## src/source/fetch_pkg.sv

```systemverilog
package fetch_pkg;

    // machine word, used for pc and instruction
    localparam int XLEN = 32;
    typedef logic [XLEN-1:0] xlen_t;

    // instruction ram geometry, word indexed
    localparam int RAM_WORDS  = 256;
    localparam int RAM_ADDR_W = 8;
    typedef logic [RAM_ADDR_W-1:0] ram_addr_t;

    // fetch queue geometry, depth is a power of two
    localparam int QUEUE_DEPTH = 4;
    localparam int QUEUE_PTR_W = 2;
    typedef logic [QUEUE_PTR_W-1:0] qptr_t;
    // one extra bit so a full queue is representable
    typedef logic [QUEUE_PTR_W:0]   qcount_t;

    // program counter behaviour
    localparam xlen_t RESET_PC = 32'h0000_0000;
    localparam xlen_t PC_STEP  = 32'd4;

    // wishbone byte selects
    localparam int WB_SEL_W = 4;
    typedef logic [WB_SEL_W-1:0] wb_sel_t;

    // wishbone classic request, master to slave
    typedef struct packed {
        logic    cyc;
        logic    stb;
        logic    we;
        xlen_t   adr;
        xlen_t   dat;
        wb_sel_t sel;
    } wb_req_t;

    // wishbone classic response, slave to master
    typedef struct packed {
        logic  ack;
        xlen_t dat;
    } wb_rsp_t;

    // taken branch or jump from a later stage
    typedef struct packed {
        logic  valid;
        xlen_t target;
    } redirect_t;

    // one entry handed to decode
    typedef struct packed {
        xlen_t pc;
        xlen_t instr;
        logic  redirected;
    } fetch_item_t;

    typedef enum logic [1:0] {
        IDLE,
        WAIT_ACK,
        DROP
    } fetch_state_t;

endpackage

```

## src/source/wb_arbiter.sv

```systemverilog
module wb_arbiter import fetch_pkg::*; (
    input  logic    clk,
    input  logic    rst,
    input  wb_req_t load_req,
    input  wb_req_t fetch_req,
    input  wb_rsp_t ram_rsp,
    output wb_rsp_t load_rsp,
    output wb_rsp_t fetch_rsp,
    output wb_req_t ram_req
);

    // a granted cycle is open on the ram side
    logic busy;
    // owner of the open cycle, high for the loader
    logic owner_load;
    // current selection, loader when high
    logic sel_load;

    // between cycles the loader wins, during a cycle the owner holds
    assign sel_load = busy ? owner_load : load_req.cyc;

    // request mux
    assign ram_req = sel_load ? load_req : fetch_req;

    // ack and data only to the selected master
    always_comb begin
        load_rsp.ack  = sel_load && ram_rsp.ack;
        load_rsp.dat  = sel_load ? ram_rsp.dat : '0;
        fetch_rsp.ack = !sel_load && ram_rsp.ack;
        fetch_rsp.dat = sel_load ? '0 : ram_rsp.dat;
    end

    always_ff @(posedge clk) begin
        if (rst) begin
            busy       <= 1'b0;
            owner_load <= 1'b0;
        end else if (!busy) begin
            // lock the grant at the start of a cycle
            if (ram_req.cyc) begin
                busy       <= 1'b1;
                owner_load <= sel_load;
            end
        end else if (ram_rsp.ack) begin
            // released after the ack cycle
            busy <= 1'b0;
        end
    end

endmodule
```

## config.mk

```make
export PLATFORM = sky130hd
export DESIGN_NAME = wb_arbiter
export DESIGN_NICKNAME = d
export VERILOG_FILES = /design/src/source/fetch_pkg.sv /design/src/source/wb_arbiter.sv
export SDC_FILE = /design/constraint.sdc
export NUM_CORES = 1
export LEC_CHECK = 0
export ABC_CLOCK_PERIOD_IN_PS = 3250
export CAP_MARGIN = 0
export CELL_PAD_IN_SITES_DETAIL_PLACEMENT = 1
export CELL_PAD_IN_SITES_GLOBAL_PLACEMENT = 1
export CORE_AREA = 2 2 122 124
export CTS_BUF_LIST = sky130_fd_sc_hd__clkbuf_8
export DETAILED_ROUTE_END_ITERATION = 12
export DIE_AREA = 0 0 124 126
export DONT_BUFFER_PORTS = 1
export PLACE_DENSITY_LB_ADDON = 0.2
export SYNTH_ARGS = -nofsm -noshare
export SYNTH_HDL_FRONTEND = slang
export SYNTH_SLANG_ARGS = --single-unit
```

## constraint.sdc

```tcl
create_clock -name clk -period 3.25 [get_ports clk]
set_input_delay 0.65 -clock clk [delete_from_list [all_inputs] [get_ports clk]]
set_output_delay 0.65 -clock clk [all_outputs]
set_load 0.005 [all_outputs]
```

==> results by group <==
Outcome
  • Status: finished, final reports clean

GRT
  • Initial antenna violation count: 0
  • Tot GR Track Use: 6.734%
  • Largest net degree at the start of global routing: 53
  • Vias in the first global route: 1,276
  • GR Overflow Total: 0
  • First-pass GRT wire length: approximately 7800 um

Clock network
  • Maximum root-to-sink buffer count: 2
  • Post-CTS sizing: 0
  • Setup repair bufs after CTS: 0
  • Clock root buffer: clkbuf_8
  • Hold buffers post-CTS: 0
  • CTS tree: yes
  • Worst-path clk slew: roughly 0.03 ns
  • Worst skew pair latency: 0.21 ns
  • Max H-tree Level: 1
  • Number of CTS-inserted buffers: 3
  • Clk sinks: 2

Drt
  • DR iter-0 viols: 56
  • Average wire per standard cell: 19.30 um
  • Vias: 1,337
  • DR DRC count: 0
  • Final wirelength: about 6500 um
  • Via density: 3.944
  • ANT nets after route: 0
  • Drt pass-1 iters: 4

Final layout
  • Most frequent cells in the layout: mux2_4, and3_1, nor2b_1, mux2_2, clkbuf_8
  • FILL cells: 1,687
  • Ant diodes: 0
  • Layout area overhead: 10.55%
  • Most common cell after layout, fill and taps aside: mux2_4
  • Layout cells sized above 1: roughly half
  • Nets: roughly 330

Timing
  • Max-slew violations: 0
  • Final Critical Period: 2.787 ns
  • Final Cycle Share: 85.74%
  • Final Skew: 0.003178 ns
  • Fin Hold WS: approximately 0.51 ns
  • Rel. slew slack: 67.88%
  • Maximum clock rate: between 300 and 400 MHz
  • Setup_tns: 0 ns
  • RSZ-0062 raised after global routing: no
  • Final setup violation count: 0
  • Least-Margin Pin Slew: 0.4818 ns
  • Hold Fails Final Rpt: 0

Critical path
  • Critical path, cell by cell: nand2b_4, and2_4, buf_4, mux2_4
  • Crit-path max FO: 41
  • Crit path launch type: register
  • Slowest-stage cell, CP: buf_4
  • WP data arrival: 2.14 ns
  • Crit Path Class: register to output pin
  • CP max stage delay: 0.44 ns
  • Worst Path Required: 2.60 ns
  • Crit end category: output pin

Logic synthesis
  • Yosys cell types: 19
  • Post-synthesis sequential area ratio: 2.520%
  • Avg Inst Size Synth: between 9 and 10 um2
  • #FFs+latches synth: 2
  • Post-synthesis cell count: 167
  • Syn Nets: 344
  • Syn Std Cell Area: approximately 1600 um2
  • Synth warn: 0

Floorplan
  • Die span in x: 124 um
  • Die ar.: roughly 16,000 um2
  • Ports: 314
  • Die Y-Extent: approximately 130 um
  • Initial core utilization: 11.10%
  • Row cnt: 44
  • Core area: approximately 14,000 um2

Placed design
  • Hpwl dp: 5774 um
  • I/O Buffers: 0
  • Gpl congestion: 0.6938

Worst hold path
  • Hold crit path type: primary input to register

Power and ir drop
  • Peak VDD IR: 0.05154 mV
  • Lkg Pwr: 0.7621 nW
  • Power per cell area: roughly 250 nW/um2

Flow run
  • Max Cap Viol: 0
path summary, 6_finish.rpt:
check,start,to,slack [ns],cells past startpoint
worst min-delay path,rst,owner_load$_SDFFE_PP0P_,0.51,1
worst max-delay path,busy$_SDFF_PP0_,ram_req[35],0.46,4
worst max register to register,busy$_SDFF_PP0_,owner_load$_SDFFE_PP0P_,2.25,2
worst min register to register,owner_load$_SDFFE_PP0P_,owner_load$_SDFFE_PP0P_,0.51,2
worst max-delay path, delay by kind of cell, from the launching register on:
kind / cells / cell delay (ns)
flops: 1 / 0.42
buf+inv: 1 / 0.44
simple gates: 2 / 0.66
mux: 1 / 0.36
state kept, by name, indices dropped and copies added, names as in the netlist:
name and cells:
busy 1, owner_load 1
cell type report:
cell class / instances / area [um2] / share of cell area [%]
inverters: 2 / 7.507 / 0.4274
flip-flops and latches: 2 / 40.04 / 2.279
repair buffers: 3 / 35.03 / 1.994
multi-input cells: 145 / 1403 / 79.84
well taps: 184 / 230.2 / 13.11
clock buffers: 3 / 41.29 / 2.350
power by group:
group / internal, mW / switching, mW / total (mW) / leakage, nW
logic: 0.160 / 0.148 / 0.308 / 0.724
clock network: 0.0782 / 0.0186 / 0.0969 / 0.0216
registers: 0.0269 / 0.00246 / 0.0293 / 0.0167
total: 0.265 / 0.169 / 0.434 / 0.762
cell usage after synthesis:
library cell | n | share of area [%]
nand2b_4 | 1 | 0.87
a211oi_1 | 1 | 0.47
and3_1 | 33 | 13
o21ai_0 | 1 | 0.31
buf_2 | 3 | 0.94
mux2_4 | 37 | 35
mux2_2 | 33 | 23
nor3_1 | 1 | 0.31
clkbuf_1 | 6 | 1.4
and2_4 | 1 | 0.55
a21oi_1 | 2 | 0.63
dfxtp_1 | 2 | 2.5
nor2b_1 | 33 | 13
nand2_2 | 1 | 0.39
buf_8 | 3 | 2.8
buf_4 | 3 | 1.4
a31oi_1 | 1 | 0.39
inv_1 | 2 | 0.47
buf_6 | 3 | 2.1
layer usage:
layer,GRT usage (%),share of wire (%)
met1,8.083,36
met3,0.9058,11
met5,0,0
met2,12.77,53
met4,0.9914,0.15
metrics by stage:
stage               cells  utilization (%)  cell area (um2)  setup slack, ns  power [mW]
floorplan             167                -             1589            1.057      0.3130
global placement      336            11.98             1715           0.5959      0.3469
detailed placement    336            11.98             1715           0.5502      0.3443
CTS                   339            12.27             1757           0.4442      0.4459
global route          339            12.27             1757           0.3052      0.4691
finish                339            12.27             1757           0.4634      0.4341
kinds of logic (layout without fill, tap and decap cells):
group | count (synthesis) | in the layout | synth area share (%)
multiplexers | 70 | 70 | 58.35
AND/OR/NAND/NOR | 70 | 70 | 28.11
buffers and inverters | 20 | 8 | 9.212
AO/OA/AOI/OAI | 5 | 5 | 1.811
flip-flops | 2 | 2 | 2.520
Note: power is estimated with default switching activity, not from simulation.
