--- src/source/fetch_pkg.sv ---
package fetch_pkg;

    // machine word, used for pc and instruction
    localparam int XLEN = 32;
    typedef logic [XLEN-1:0] xlen_t;

    // instruction ram geometry, word indexed
    localparam int RAM_WORDS  = 256;
    localparam int RAM_ADDR_W = 8;
    typedef logic [RAM_ADDR_W-1:0] ram_addr_t;

    // fetch queue geometry, depth is a power of two
    localparam int QUEUE_DEPTH = 4;
    localparam int QUEUE_PTR_W = 2;
    typedef logic [QUEUE_PTR_W-1:0] qptr_t;
    // one extra bit so a full queue is representable
    typedef logic [QUEUE_PTR_W:0]   qcount_t;

    // program counter behaviour
    localparam xlen_t RESET_PC = 32'h0000_0000;
    localparam xlen_t PC_STEP  = 32'd4;

    // wishbone byte selects
    localparam int WB_SEL_W = 4;
    typedef logic [WB_SEL_W-1:0] wb_sel_t;

    // wishbone classic request, master to slave
    typedef struct packed {
        logic    cyc;
        logic    stb;
        logic    we;
        xlen_t   adr;
        xlen_t   dat;
        wb_sel_t sel;
    } wb_req_t;

    // wishbone classic response, slave to master
    typedef struct packed {
        logic  ack;
        xlen_t dat;
    } wb_rsp_t;

    // taken branch or jump from a later stage
    typedef struct packed {
        logic  valid;
        xlen_t target;
    } redirect_t;

    // one entry handed to decode
    typedef struct packed {
        xlen_t pc;
        xlen_t instr;
        logic  redirected;
    } fetch_item_t;

    typedef enum logic [1:0] {
        IDLE,
        WAIT_ACK,
        DROP
    } fetch_state_t;

endpackage

--- src/source/fetch_unit.sv ---
module fetch_unit import fetch_pkg::*; (
    input  logic        clk,
    input  logic        rst,
    input  logic        run,
    input  redirect_t   redirect,
    input  wb_rsp_t     fetch_rsp,
    input  logic        space,
    output wb_req_t     fetch_req,
    output logic        push,
    output fetch_item_t push_item
);

    fetch_state_t state;

    // next pc to fetch
    xlen_t pc;
    // address of the read on the bus, held until ack
    xlen_t req_pc;
    // redirect taken, target not yet delivered to the queue
    logic  redir_pend;

    logic  start;

    // new read only from idle, never in a redirect cycle
    assign start = (state == IDLE) && run && space && !redirect.valid;

    // cyc and stb rise with start, drop the cycle after ack
    always_comb begin
        fetch_req.cyc = start || (state != IDLE);
        fetch_req.stb = start || (state != IDLE);
        fetch_req.we  = 1'b0;
        fetch_req.dat = '0;
        fetch_req.sel = '1;
        // in idle the address is the pc itself
        if (state == IDLE) begin
            fetch_req.adr = pc;
        end else begin
            fetch_req.adr = req_pc;
        end
    end

    // response of the current path only
    // an ack in a redirect cycle belongs to the old path
    assign push = (state == WAIT_ACK) && fetch_rsp.ack && !redirect.valid;

    always_comb begin
        push_item.pc         = req_pc;
        push_item.instr      = fetch_rsp.dat;
        push_item.redirected = redir_pend;
    end

    // bus address latch, payload only
    always_ff @(posedge clk) begin
        if (start) begin
            req_pc <= pc;
        end
    end

    always_ff @(posedge clk) begin
        if (rst) begin
            state      <= IDLE;
            pc         <= RESET_PC;
            redir_pend <= 1'b0;
        end else begin
            case (state)
                IDLE: begin
                    if (start) begin
                        state <= WAIT_ACK;
                    end
                end
                WAIT_ACK: begin
                    if (fetch_rsp.ack) begin
                        // bus cycle done either way
                        state <= IDLE;
                        if (!redirect.valid) begin
                            pc         <= pc + PC_STEP;
                            redir_pend <= 1'b0;
                        end
                    end else if (redirect.valid) begin
                        // read still open, let it finish and discard it
                        state <= DROP;
                    end
                end
                DROP: begin
                    // stale data, nothing pushed
                    if (fetch_rsp.ack) begin
                        state <= IDLE;
                    end
                end
                default: begin
                    state <= IDLE;
                end
            endcase

            // redirect wins over the sequential step
            if (redirect.valid) begin
                pc         <= redirect.target;
                redir_pend <= 1'b1;
            end
        end
    end

endmodule

--- config.mk ---
export PLATFORM = sky130hd
export DESIGN_NAME = fetch_unit
export DESIGN_NICKNAME = d
export VERILOG_FILES = /design/src/source/fetch_pkg.sv /design/src/source/fetch_unit.sv
export SDC_FILE = /design/constraint.sdc
export NUM_CORES = 1
export LEC_CHECK = 0
export BUFFER_PORTS_ARGS = -buffer_cell sky130_fd_sc_hd__buf_4
export CAP_MARGIN = 40
export CELL_PAD_IN_SITES_DETAIL_PLACEMENT = 1
export CELL_PAD_IN_SITES_GLOBAL_PLACEMENT = 1
export CORE_MARGIN = 2
export CORE_UTILIZATION = 33
export DETAILED_ROUTE_END_ITERATION = 6
export PLACE_DENSITY = 0.8
export SLEW_MARGIN = 20
export SYNTH_ARGS = -nofsm -noshare
export SYNTH_HDL_FRONTEND = slang
export SYNTH_SLANG_ARGS = --single-unit
--- constraint.sdc ---
create_clock -name clk -period 5.5 [get_ports clk]
set_clock_uncertainty 0.2 [all_clocks]
set_input_delay 0.825 -clock clk [delete_from_list [all_inputs] [get_ports clk]]
set_output_delay 0.825 -clock clk [all_outputs]
set_load 0.01 [all_outputs]
==> key figures <==
Status
  – Status: finished clean

CTS
  – Post-CTS Setup Inserts: 0
  – CTS tree: yes
  – Worst-path clk slew: 0.05 ns
  – Num CTS Buffers: 9
  – CTS root buf: clkbuf_16
  – Clock Sinks: 67
  – H-tree Lvls: 3
  – Cts hold-fix bufs: 0
  – Cts repair resizes: 0
  – Buffer depth of the longest clock path: 2
  – Worst skew pair latency: 0.33 ns

Final layout
  – Non-filler cells, final: 597
  – Fin nets: 520
  – Share of cells above drive strength 1: 36.3%
  – Antenna cell count: 0
  – Synthesis-to-layout area growth: 22.0%

Timing
  – Fmax: 337 MHz
  – RSZ-0062 raised after global routing: no
  – Post-route minimum period: 2.97 ns
  – Slew Limit Fails: 0
  – Setup TNS: 0 ns
  – Crit share post-route: 54.0%
  – Actual slew at the worst max-slew pin: 0.601 ns
  – Max-slew headroom: 59.7%
  – Final Setup Violations: 0
  – Hold Vio Cnt, Final: 0

Synth
  – Top post-synthesis cells by area: edfxtp_1 25%, dfxtp_1 18%, buf_4 14%
  – Yosys top cell by area: edfxtp_1
  – Yosys reg bits: 67
  – Post-synth top area share: 24.8%
  – Mapped Area: 0.00388 mm^2
  – Top-count cell post-synth: buf_4
  – Register area share after synthesis: 42.8%
  – Cells after Synth: 388
  – Post-synth EDFFs: 32
  – Most instantiated cells after synthesis: 71 x buf_4, 35 x dfxtp_1, 34 x mux2_2
  – Main flop type after synthesis: dfxtp_1
  – Synthesized area per cell: 10.0 um^2
  – Asr flop ratio synth: 0%
  – Synth Warn #: 0
  – Yosys cell types: 43

Placed design
  – Placed cell count: 579
  – IO Port Bufs: 105
  – Gpl congestion: 0.772
  – Final HPWL DP: 7420 um

Setup path
  – Slowest CP cell: nor2_4
  – CP top delay family: simple AND/OR/NAND/NOR gates
  – Critical path class: flip-flop to output port
  – CP Capture Type: output port
  – Required @ worst endpoint: 4.47 ns
  – Highest net fanout along the worst path: 18
  – Worst path buffer plus inverter count: 2
  – Critical path arrival: 1.94 ns
  – Cell Chain, Critical Path: nor2_4, buf_16, mux2_2, buf_4
  – Max incr delay on CP: 0.50 ns
  – Type of origin of the critical path: flip-flop

Route
  – Total wire length: 10400 um
  – Initial DRC count: 81
  – Final ANT Viol Nets: 0
  – DR WL/cell: 17.3 um
  – Drc violations: 0
  – Drt pass-1 iters: 4
  – Via count: 3070
  – Vias/cell: 5.14

GRT
  – Total Routing Usage GR: 16.1%
  – Vias in the first global route: 3074
  – First-pass GRT wire length: 16200 um
  – Initial antenna violation count: 0
  – Largest net degree at the start of global routing: 35
  – Overflow after GRT: 0

Power and ir drop
  – PwrDens: 289 mW/mm^2
  – LEAKAGE: 1.88 nW
  – Peak VDD IR: 0.000110 V

Floorplan
  – Ports: 207
  – Die Y: 112 um
  – Core Footprint: 0.0115 mm^2
  – Row count: 39
  – Die width: 112 um
  – Die area: 0.0126 mm^2
  – Initial Utilization: 33.8%

Run
  – Max Cap Viol: 0

Hold path
  – Hold WC Path Type: flip-flop to flip-flop
==> stage by stage <==
| stage | setup WS (ns) | util, % | power (W) | area (um^2) | hold WS (ns) |
|---|---|---|---|---|---|
| after floorplan | 0.410 | - | 0.000726 | 4010 | 0.203 |
| after global placement | 2.45 | 38.2 | 0.000763 | 4380 | 0.244 |
| after detailed placement | 2.22 | 38.4 | 0.000771 | 4410 | 0.249 |
| after CTS | 2.50 | 41.2 | 0.00139 | 4730 | 0.262 |
| after global routing | 2.42 | 41.3 | 0.00143 | 4740 | 0.282 |
| final | 2.53 | 41.3 | 0.00137 | 4740 | 0.259 |
==> cell families (layout without fill, tap and decap cells) <==
family                   count (synthesis)  after routing  synth area share [%]
other                                    2             37                 0.193
AND/OR/NAND/NOR                        118            118                  16.9
flip-flops                              67             67                  42.8
multiplexers                            36             36                  10.4
AO/OA/AOI/OAI                           50             50                  9.99
XOR/XNOR                                11             11                  2.48
adder cells (fa/ha/maj)                  1              1                 0.322
buffers and inverters                  103            134                  17.0
==> worst reg2reg max path, delay by kind of cell (launching register included) <==
family             cells  cell delay [ns]
and+or+nand+nor        3             1.70
AOI/OAI and AO/OA      1             0.27
DFF                    1             0.47
==> where the power goes <==
group,switching (W),internal [W],leakage [nW]
clock network,0.000215,0.000395,0.147
logic,0.0000862,0.0000892,1.14
registers,0.0000344,0.000550,0.593
==> layer usage <==
layer | vias up | track usage, % | part of all wire, %
met1 | 1514 | 20.0 | 42
met3 | 17 | 4.48 | 5.4
met2 | 83 | 26.8 | 51
met5 | - | 0 | 0
met4 | 0 | 6.18 | 1.2
li1 | 1456 | - | -
==> registers in the layout, indices dropped and copies added, names as in the netlist <==
name        flops
pc             32
redir_pend      1
req_pc         32
state           2
==> cell type report <==
cell class,count,area (um^2)
inverters,8,30.0
clock inverters,7,92.6
fillers,1285,6730
repair buffers,110,841
multi-input cells,253,1710
well taps,143,179
clock buffers,9,225
flip-flops and latches,67,1660
==> final timing paths <==
check                   startpoint             endpoint  slack [ns]  cells past startpoint
min             pc[1]$_SDFFE_PP0P_  req_pc[1]$_DFFE_PP_        0.26                      0
max reg2reg  state[0]$_SDFFE_PP0P_  pc[17]$_SDFFE_PP0P_        2.77                      4
max          state[0]$_SDFFE_PP0P_        fetch_req[60]        2.53                      4
min reg2reg     pc[1]$_SDFFE_PP0P_  req_pc[1]$_DFFE_PP_        0.26                      0
==> cells in the final DEF, fill, tap and decap left out, types with 4 or more instances in the layout <==
| master | netlist | final |
|---|---|---|
| and4_1 | 6 | 6 |
| xnor2_1 | 8 | 8 |
| or3_1 | 4 | 4 |
| edfxtp_1 | 32 | 32 |
| clkbuf_16 | 0 | 9 |
| a21oi_1 | 4 | 4 |
| mux2_2 | 34 | 34 |
| inv_1 | 7 | 7 |
| a211oi_1 | 16 | 16 |
| or4_1 | 8 | 8 |
| a311oi_1 | 7 | 7 |
| nand2_1 | 13 | 13 |
| o211ai_1 | 5 | 5 |
| nand3_1 | 14 | 14 |
| buf_4 | 71 | 107 |
| conb_1 | 2 | 37 |
| nor3_1 | 15 | 15 |
| nand4b_1 | 4 | 4 |
| dfxtp_1 | 35 | 35 |
| nor2_1 | 28 | 27 |
| nor4_1 | 11 | 10 |
| o31ai_1 | 5 | 5 |
| nand4_1 | 6 | 6 |
No activity file was read; power rests on OpenSTA's default activity.
