<file path="config.mk">
export PLATFORM = sky130hd
export DESIGN_NAME = fetch_queue
export DESIGN_NICKNAME = d
export VERILOG_FILES = /design/src/source/fetch_pkg.sv /design/src/source/fetch_queue.sv
export SDC_FILE = /design/constraint.sdc
export NUM_CORES = 1
export LEC_CHECK = 0
export ABC_AREA = 1
export BUFFER_PORTS_ARGS = -buffer_cell sky130_fd_sc_hd__buf_4
export CORE_UTILIZATION = 30
export CTS_CLUSTER_DIAMETER = 120
export CTS_CLUSTER_SIZE = 8
export DETAILED_ROUTE_END_ITERATION = 6
export PLACE_DENSITY_LB_ADDON = 0.25
export SYNTH_ARGS = -nofsm -noshare
export SYNTH_HDL_FRONTEND = slang
export SYNTH_SLANG_ARGS = --single-unit
</file>
<file path="constraint.sdc">
create_clock -name clk -period 6.65 [get_ports clk]
set_input_delay 0.665 -clock clk [delete_from_list [all_inputs] [get_ports clk]]
set_output_delay 0.665 -clock clk [all_outputs]
set_load 0.01 [all_outputs]
</file>
<file path="src/source/fetch_pkg.sv">
package fetch_pkg;

    // machine word, used for pc and instruction
    localparam int XLEN = 32;
    typedef logic [XLEN-1:0] xlen_t;

    // instruction ram geometry, word indexed
    localparam int RAM_WORDS  = 256;
    localparam int RAM_ADDR_W = 8;
    typedef logic [RAM_ADDR_W-1:0] ram_addr_t;

    // fetch queue geometry, depth is a power of two
    localparam int QUEUE_DEPTH = 4;
    localparam int QUEUE_PTR_W = 2;
    typedef logic [QUEUE_PTR_W-1:0] qptr_t;
    // one extra bit so a full queue is representable
    typedef logic [QUEUE_PTR_W:0]   qcount_t;

    // program counter behaviour
    localparam xlen_t RESET_PC = 32'h0000_0000;
    localparam xlen_t PC_STEP  = 32'd4;

    // wishbone byte selects
    localparam int WB_SEL_W = 4;
    typedef logic [WB_SEL_W-1:0] wb_sel_t;

    // wishbone classic request, master to slave
    typedef struct packed {
        logic    cyc;
        logic    stb;
        logic    we;
        xlen_t   adr;
        xlen_t   dat;
        wb_sel_t sel;
    } wb_req_t;

    // wishbone classic response, slave to master
    typedef struct packed {
        logic  ack;
        xlen_t dat;
    } wb_rsp_t;

    // taken branch or jump from a later stage
    typedef struct packed {
        logic  valid;
        xlen_t target;
    } redirect_t;

    // one entry handed to decode
    typedef struct packed {
        xlen_t pc;
        xlen_t instr;
        logic  redirected;
    } fetch_item_t;

    typedef enum logic [1:0] {
        IDLE,
        WAIT_ACK,
        DROP
    } fetch_state_t;

endpackage

</file>
<file path="src/source/fetch_queue.sv">
module fetch_queue import fetch_pkg::*; (
    input  logic        clk,
    input  logic        rst,
    input  logic        flush,
    input  logic        push,
    input  fetch_item_t push_item,
    input  logic        item_ready,
    output logic        space,
    output logic        item_valid,
    output fetch_item_t item
);

    fetch_item_t mem [QUEUE_DEPTH];

    qptr_t   wr_ptr;
    qptr_t   rd_ptr;
    qcount_t count;

    logic    pop;

    // first word fall-through, head is always on the output
    assign item_valid = (count != '0);
    assign item       = mem[rd_ptr];
    assign pop        = item_valid && item_ready;

    // fetch keeps one read in flight and issues it from idle only,
    // so the slot it reserves is free by this registered count
    assign space = (count < qcount_t'(QUEUE_DEPTH));

    // storage, written at the tail
    always_ff @(posedge clk) begin
        if (push) begin
            mem[wr_ptr] <= push_item;
        end
    end

    always_ff @(posedge clk) begin
        if (rst || flush) begin
            // flush drops everything in one cycle
            wr_ptr <= '0;
            rd_ptr <= '0;
            count  <= '0;
        end else begin
            // pointers wrap on their own width
            if (push) begin
                wr_ptr <= wr_ptr + qptr_t'(1);
            end
            if (pop) begin
                rd_ptr <= rd_ptr + qptr_t'(1);
            end
            case ({push, pop})
                2'b10:   count <= count + qcount_t'(1);
                2'b01:   count <= count - qcount_t'(1);
                default: count <= count;
            endcase
        end
    end

endmodule

</file>
==> flow_summary.toml, run 1 <==
[layout]
fill_cells = 3257
nets = 914
areaGrowthSynthToFinish_pct = 22.8
layout.cells.non_filler = 1294
num_antenna_cells = 0
drive_gt1_share_pct = 28.7
fin_area_um2 = 12800
final_core_utilization_pct = 37.8
multi_input_area_um2 = 2080
seqCellArea_um2 = 7990

[logic_synthesis]
synth_cell_types = 24
synth_seq_cells = 269
synth_top_area_share_pct = 74.8
syn_inst = 695
async_flop_share_pct = 0
synthTopCellsByArea = "edfxtp_1 (75%), o21ai_0 (4.5%), nor2_1 (4.0%)"
syn-num-nets = 771
yosysSeqAreaShare_pct = 76.5
yosys_warnings = 0
synth_ff_type = "edfxtp_1"
synth_largest_area_cell = "edfxtp_1"
avgSynthCellArea_um2 = 15.0
synth_edf_count = 260
netlist_area_um2 = 10400

[cts]
cts_tree = "built"
post_cts_resized = 0
clock_latency_ns = 0.50
post-cts-setup-buffers = 0
cts_root_buffer = "clkbuf_16"
ctsHoldBuffers = 0
clkTransAtPathRegs_ns = 0.05
cts_htree_levels = 2
cts_made_buffers = 39
clockBufferDepth = 3
cts.sinks = 269

[sta]
relSlewSlack_pct = 28.9
max_freq_mhz = 274
setup_tns_ns = 0
drv_slew = 0
worst_slew_pin_slew_ns = 1.07
finalHoldViolations = 0
finalClockSkew_ns = 0.0149
setup_viol = 0
finalCritPeriodShare_pct = 54.8
fin_crit_ns = 3.64
rsz0062_at_grt = "false"

[setup_path]
cp.arrival_ns = 2.98
cp.required_ns = 5.98
cp-end-kind = "primary output"
setup.worst_path.end = "item[54]"
cp-start-kind = "flop"
reg2reg_depth = 5
reg2reg_to = "mem[0][25]$_DFFE_PP_"
crit_path_max_fanout = 77
ff2ff_setup_slack_ns = 4.49
critPathKind = "flop to primary output"
r2r-start = "wr_ptr[0]$_SDFFE_PP0P_"

[floorplanning]
core-area_um2 = 33900
die_area_um2 = 35500
dieWidth_um = 189
ios = 137
start_util_pct = 30.8
rows = 67
die_y_um = 189

[global_route]
grt-busiest-layer = "met2"
grt.overflow.total = 0
use_met1_pct = 16.6
grt_pass1_wl_um = 34700
grt_max_degree = 78
grt_pass1_vias = 5942
use_met3_pct = 2.78
grt_use_met2_pct = 21.4
grt.total_usage_pct = 12.9
grt_antenna_before_repair = 0

[route]
drtAntennaViolNets = 0
dr_total_vias = 6003
drt_iter0_drc = 262
vias_per_cell = 4.64
detail_route.wl_per_cell_um = 17.7
wirelength_um = 22900
drc = 0
first_pass_iters = 4

[placement]
place.gp.congestion = 0.698
port_buffers = 136
dpl_cell_area_um2 = 11800
placed_cells = 1245
hpwl_um = 12000

[power_and_ir_drop]
p_per_area_nw_per_um2 = 301
p_leak_nw = 4.44
ir_drop_v = 0.000138

[status]
status = "finished, final reports clean"

[hold_path]
hp-class = "input pin to flop"

[job]
cap_violations = 0
==> area by class of cell <==
class                   count  share of cell area [%]
repair buffers            144                    8.44
clock inverters             2                   0.107
clock buffers              47                    7.85
well taps                 448                    4.38
flip-flops and latches    269                    62.4
multi-input cells         365                    16.2
inverters                  19                   0.635
==> worst max-delay path, cell delays in order (launching register included) <==
cell	delay, ns
dfxtp_4	0.52
inv_6	0.69
buf_4	0.66
o21ai_0	0.18
o22ai_1	0.17
buf_4	0.15
==> power breakdown <==
| group | switching, mW | internal (mW) | leakage (nW) | total, mW |
|---|---|---|---|---|
| Sequential | 0.0137 | 1.91 | 2.46 | 1.93 |
| Clock | 0.649 | 1.04 | 0.498 | 1.69 |
| Combinational | 0.131 | 0.0981 | 1.48 | 0.230 |
==> registers in the layout, indices dropped and copies added, names as in the netlist, named ones only <==
signal and flops:
count 3, mem 260, rd_ptr 2, wr_ptr 2
==> worst min path at each step <==
stage,start,to,slack [ns],cells past startpoint
final,push_item[12],mem[1][12]$_DFFE_PP_,0.36,1
after global routing,push_item[12],mem[0][12]$_DFFE_PP_,0.33,1
after CTS,push_item[24],mem[3][24]$_DFFE_PP_,0.33,1
after detailed placement,count[0]$_SDFFE_PP0P_,count[0]$_SDFFE_PP0P_,0.47,1
after global placement,count[0]$_SDFFE_PP0P_,count[0]$_SDFFE_PP0P_,0.46,1
after floorplan,count[0]$_SDFFE_PP0P_,count[0]$_SDFFE_PP0P_,0.44,1
==> stage by stage <==
stage | power (mW) | setup WS [ns] | hold WS [ns]
detailed placement | 2.20 | 3.46 | 0.474
floorplan | 2.07 | 4.27 | 0.444
finish | 3.85 | 3.01 | 0.363
CTS | 3.92 | 2.92 | 0.332
global route | 4.00 | 2.69 | 0.334
global placement | 2.19 | 3.48 | 0.461
==> logic make-up after synthesis <==
family	count (synthesis)	share of synthesized area, %
compound gates	204	11.9
fa+ha+maj	6	0.791
buf+inv	61	3.57
flops	269	76.5
simple gates	155	7.16
==> layer usage <==
layer / share of wire, % / up-vias
met3: 4.7 / 46
met1: 45 / 2957
met4: 2.3 / 0
li1: - / 2863
met5: 0 / -
met2: 48 / 137
==> cells in the final DEF, fill, tap and decap left out, drive strengths merged <==
cell / synthesis / routed
edfxtp: 260 / 260
buf: 25 / 144
nor2: 137 / 137
o21ai: 134 / 134
o22ai: 65 / 65
clkbuf: 17 / 47
nand2: 16 / 16
inv: 19 / 16
dfxtp: 9 / 9
clkinv: 0 / 5
a21oi: 5 / 5
ha: 5 / 5
nand3: 2 / 2
fa: 1 / 1
==> synth_stat cells (2+ instances only) <==
library cell    n
nand2_1        16
a21oi_1         5
inv_1          17
nor2_4         20
nor2_1        112
clkbuf_1       17
edfxtp_1      260
o21ai_1        35
buf_6           8
o22ai_1        45
nand3_1         2
o21ai_0        94
ha_1            5
buf_2          12
o22ai_2        20
o21ai_2         5
nor2_2          5
dfxtp_1         9
buf_12          3
(Power assumes the default switching activity.)
==> inputs of run 2 (changes only) <==
==> constraint.sdc (replaced) <==
create_clock -name clk -period 3.3 [get_ports clk]
set_input_delay 0.33 -clock clk [delete_from_list [all_inputs] [get_ports clk]]
set_output_delay 0.33 -clock clk [all_outputs]
set_load 0.01 [all_outputs]
==> run 2 against run 1 <==
  * Utilization rose by 0.32 points
  * Final area increased by 0.85%
  * Clock power grew 110%
  * First-iteration DRC count up 18%
  * Sequential share of layout area decreased by 0.53 points
  * Sequential cell count is the same
  * Register-to-register slack got worse by 3.3 ns
  * Clock skew is 0.0019 ns lower
  * Setup slack lost 2.3 ns
  * Critical path depth is the same
  * Combinational power grew 110%
  * Non-clock buffer count grew 3
==> flow_summary.toml, run 2 (same netlist as run 1, synthesis figures left out) <==
[sta]
setup_viol = 0
setup_tns_ns = 0
finalClockSkew_ns = 0.0130
drv_slew = 0
rsz0062_at_grt = "false"
relSlewSlack_pct = 46.6
max_freq_mhz = 383
finalHoldViolations = 0
finalCritPeriodShare_pct = 79.0
fin_crit_ns = 2.61
worst_slew_pin_slew_ns = 0.801

[job]
cap_violations = 0

[layout]
top_regs = "mem x260, count x3"
drive_gt1_share_pct = 29.2
areaGrowthSynthToFinish_pct = 23.8
final_core_utilization_pct = 38.1
largest_reg_flops = 260
nets = 917
regMostFlops = "mem"
mostFrequentLayoutCell = "edfxtp_1"
fin_area_um2 = 12900
fill_cells = 3253
mostFrequentLayoutCells = "edfxtp_1 (260), buf_4 (143), nor2_1 (112)"

[cts]
cts.sinks = 269
cts_made_buffers = 39
cts_tree = "built"
post_cts_resized = 0
clkTransAtPathRegs_ns = 0.05
post-cts-setup-buffers = 0
cts_root_buffer = "clkbuf_16"
cts_htree_levels = 2
ctsHoldBuffers = 0
clock_latency_ns = 0.50
clockBufferDepth = 3

[global_route]
grt.overflow.total = 0
grt_pass1_wl_um = 36000
grt_pass1_vias = 6139
grt_max_degree = 79
grt.total_usage_pct = 13.2
grt_antenna_before_repair = 1

[power_and_ir_drop]
power_frac_comb_pct = 6.1
p_sw_mw = 1.63
ir_drop_v = 0.000368
pwr-share-seq_pct = 49.5
clkPwrFrac_pct = 44.4
p_sw_share_pct = 20.8
p_per_area_nw_per_um2 = 607
p_leak_nw = 4.48
p_int_mw = 6.21

[route]
wirelength_um = 23600
first_pass_iters = 4
dr_total_vias = 6029
drc = 0
detail_route.wl_per_cell_um = 18.2
vias_per_cell = 4.64
drt_iter0_drc = 309
drtAntennaViolNets = 0

[hold_path]
hp-class = "input pin to flop"

[setup_path]
cpPeakStageDelay_ns = 0.54
slowest_stage = "inv_6"
path_cells = "inv_6 -> buf_12 -> o21ai_0 -> o22ai_1 -> buf_4"
cp-start-kind = "flop"
cp-end-kind = "primary output"
cp.required_ns = 2.97
crit_path_max_fanout = 78
critPathKind = "flop to primary output"
path_delay_family = "buffers and inverters"
path_buf_inv = 3
cp.arrival_ns = 2.28

[floorplanning]
ios = 137
die_area_um2 = 35500
rows = 67
core-area_um2 = 33900
die_y_um = 189
start_util_pct = 30.8
dieWidth_um = 189

[status]
status = "finished, final reports clean"

[placement]
hpwl_um = 13300
port_buffers = 136
place.gp.congestion = 0.691
dpl_cell_area_um2 = 11900
## run 2: cell count changes in the layout (fill, tap and decap cells not counted), sizes merged
cell | before | now
buf | 144 | 147
clkbuf | 47 | 46
clkinv | 5 | 6
diode | 0 | 1
## run 2: power groups by stage
stage                     clock (mW)  combinational, mW  sequential, mW
after floorplan                    0              0.219            3.94
after global placement             0              0.492            3.94
after detailed placement           0              0.497            3.94
after CTS                       3.58              0.498            3.88
after global routing            3.73              0.529            3.88
final                           3.48              0.480            3.88
## run 2: per-layer routing
metal	track usage (%)	vias up	part of all wire, %
met5	0	-	0
met4	4.53	0	2.2
met3	2.55	39	4.1
met2	22.8	130	51
met1	16.5	2977	43
li1	-	2883	-
## run 2: through the flow
step | hold slack (ns) | power (mW) | std cells | setup WS [ns]
after floorplan | 0.429 | 4.16 | 695 | 1.03
after CTS | 0.00310 | 7.96 | 1297 | 0.696
after global routing | 0.00163 | 8.14 | 1297 | 0.554
after detailed placement | 0.473 | 4.44 | 1248 | 1.14
final | 0.0261 | 7.84 | 1298 | 0.691
after global placement | 0.465 | 4.43 | 1248 | 1.13
## run 2: worst reg2reg max path, cell delays in order (launching register included)
cell and delay (ns):
dfxtp_1 0.36, inv_1 0.10, ha_1 0.20, nand2_1 0.08, clkinv_2 0.50, buf_4 0.56
## run 2: final cells by class
type | instances | area [um^2] | area share (%)
flip-flops and latches | 269 | 7990 | 61.9
multi-input cells | 365 | 2080 | 16.1
repair buffers | 147 | 1150 | 8.93
clock buffers | 46 | 1020 | 7.92
well taps | 448 | 561 | 4.34
inverters | 19 | 81.3 | 0.629
clock inverters | 3 | 30.0 | 0.232
diodes | 1 | 2.50 | 0.0194
## run 2: worst paths after layout
path | from | to | slack [ns] | cells after the start
worst max-delay path | flop | item[52] | 0.69 | 5
worst min-delay path | push_item[61] | mem[3][61]$_DFFE_PP_ | 0.03 | 1
worst max register to register | wr_ptr[0]$_SDFFE_PP0P_ | mem[2][35]$_DFFE_PP_ | 1.19 | 5
worst min register to register | count[0]$_SDFFE_PP0P_ | count[0]$_SDFFE_PP0P_ | 0.49 | 1
==> inputs of run 3 (changes only) <==
==> constraint.sdc (replaced) <==
create_clock -name clk -period 2.3 [get_ports clk]
set_input_delay 0.23 -clock clk [delete_from_list [all_inputs] [get_ports clk]]
set_output_delay 0.23 -clock clk [all_outputs]
set_load 0.01 [all_outputs]
==> run 3 against run 2 <==
  * Setup slack lost 0.58 ns
  * Critical endpoint is now item[53]
  * Largest cell class unchanged
  * Power is 46% higher
  * Hold slack improved by 0.014 ns
  * Sequential share of layout area down 3.8 points
==> flow_summary.toml, run 3 (same netlist as run 1, synthesis figures left out) <==
[status]
status = "finished, final reports clean"

[placement]
hpwl_um = 13400
pre_cts_ws_ns = 0.552
port_buffers = 136
place.gp.congestion = 0.702

[floorplanning]
die_area_um2 = 35500
start_util_pct = 30.8
core-area_um2 = 33900
die_y_um = 189
rows = 67
dieWidth_um = 189
ios = 137

[route]
drc = 0
dr_total_vias = 6303
wl_met3_um = 949
vias_per_cell = 4.57
detail_route.wl_per_cell_um = 16.9
met1_length_um = 10000
met2_wirelength_um = 12000
highest_layer = "met4"
wirelength_um = 23400
drt_iter0_drc = 208
drtAntennaViolNets = 0
first_pass_iters = 4

[sta]
max_freq_mhz = 458
drv_slew = 0
finalHoldViolations = 0
rsz0062_at_grt = "false"
setup_tns_ns = 0
setup_viol = 0
finalCritPeriodShare_pct = 95.0
finalClockSkew_ns = 0.0223
fin_crit_ns = 2.18
relSlewSlack_pct = 70.0
finalWorstSetupSlack_ns = 0.116
worst_slew_pin_slew_ns = 0.450

[cts]
cts.sinks = 269
clkTransAtPathRegs_ns = 0.05
cts_made_buffers = 39
cts_htree_levels = 2
clock_latency_ns = 0.53
cts_tree = "built"
cts_root_buffer = "clkbuf_16"
clockBufferDepth = 3

[layout]
mostFrequentLayoutCell = "edfxtp_1"
num_antenna_cells = 0
top_regs = "mem x260, count x3"
final_core_utilization_pct = 40.7
drive_gt1_share_pct = 27.8
regMostFlops = "mem"
mostFrequentLayoutCells = "edfxtp_1 (260), buf_4 (145), nor2_1 (112)"
largest_reg_flops = 260
nets = 992
areaGrowthSynthToFinish_pct = 32.0
fill_cells = 3154

[setup_path]
path_cells = "buf_4 -> buf_12 -> o21ai_0 -> o22ai_1 -> buf_4"
slowest_stage = "dfxtp_4"
cp-end-kind = "primary output"
r2r-start = "count[0]$_SDFFE_PP0P_"
path_delay_family = "buffers and inverters"
crit_top_cell = "buf_4"
crit_path_max_fanout = 50
cp.required_ns = 2.07
critPathKind = "flop to primary output"
path_buf_inv = 3
cp.arrival_ns = 1.95
cpPeakStageDelay_ns = 0.44
cp-start-kind = "flop"

[power_and_ir_drop]
pwr-share-seq_pct = 48.7
ir_drop_v = 0.000551
p_leak_nw = 4.85
p_per_area_nw_per_um2 = 829
power_frac_comb_pct = 6.9
clkPwrFrac_pct = 44.3
p_int_mw = 9.01
p_sw_mw = 2.41
p_sw_share_pct = 21.1

[job]
cap_violations = 0

[hold_path]
hp-class = "input pin to flop"
min_from = "rst"

[global_route]
grt_pass1_wl_um = 35900
grt_antenna_before_repair = 0
grt.overflow.total = 0
grt_pass1_vias = 6457
grt_max_degree = 67
grt.total_usage_pct = 13.1
run 3: cell type report:
class,count,area (um^2),share of cell area (%)
clock buffer,53,1030,7.47
clock inverter,4,57.6,0.418
inverter,19,88.8,0.645
multi-input combinational,365,2080,15.1
sequential,269,7990,58.0
tap,448,561,4.07
timing repair buffer,222,1960,14.3
run 3: power groups by stage:
stage | clock network [mW] | registers, mW | logic (mW)
after global routing | 5.40 | 5.57 | 0.867
after CTS | 5.23 | 5.57 | 0.809
after detailed placement | 0 | 5.66 | 0.717
after global placement | 0 | 5.66 | 0.711
after floorplan | 0 | 5.66 | 0.314
final | 5.06 | 5.57 | 0.793
run 3: path summary, 6_finish.rpt:
| check | to | slack (ns) | depth (start not counted) |
|---|---|---|---|
| setup / recovery | item[53] | 0.12 | 5 |
| setup reg to reg | count[2]$_SDFFE_PP0P_ | 0.56 | 13 |
| hold reg to reg | count[0]$_SDFFE_PP0P_ | 0.49 | 1 |
| hold / removal | count[2]$_SDFFE_PP0P_ | 0.04 | 4 |
run 3: routing by layer:
layer / vias up / GRT usage [%]
met2: 132 / 23.3
li1: 3048 / -
met3: 37 / 2.38
met4: 0 / 4.53
met1: 3086 / 16.0
met5: - / 0
run 3: tightest hold or removal path, cell delays in order:
cell and delay [ns]:
buf_4 0.08, nor2_1 0.08, nand2_1 0.08, nor2_1 0.03
run 3: stage by stage:
stage	instances	hold slack [ns]	total power [mW]	instance area [um^2]
final	1380	0.0400	11.4	13800
after global routing	1380	0.0539	11.8	13800
after CTS	1375	0.0182	11.6	13700
after detailed placement	1253	0.434	6.38	12000
after global placement	1253	0.434	6.37	12000
after floorplan	695	0.329	5.97	10400
run 3: repair_timing:
| action | CTS | global route |
|---|---|---|
| hold buffers | 65 | 0 |
| endpoints found under the setup margin | 2 | 9 |
| setup buffers | 0 | 5 |
| resized for setup | 1 | 2 |
| pin swaps | 0 | 1 |
| endpoints found under the hold margin | 260 | 0 |
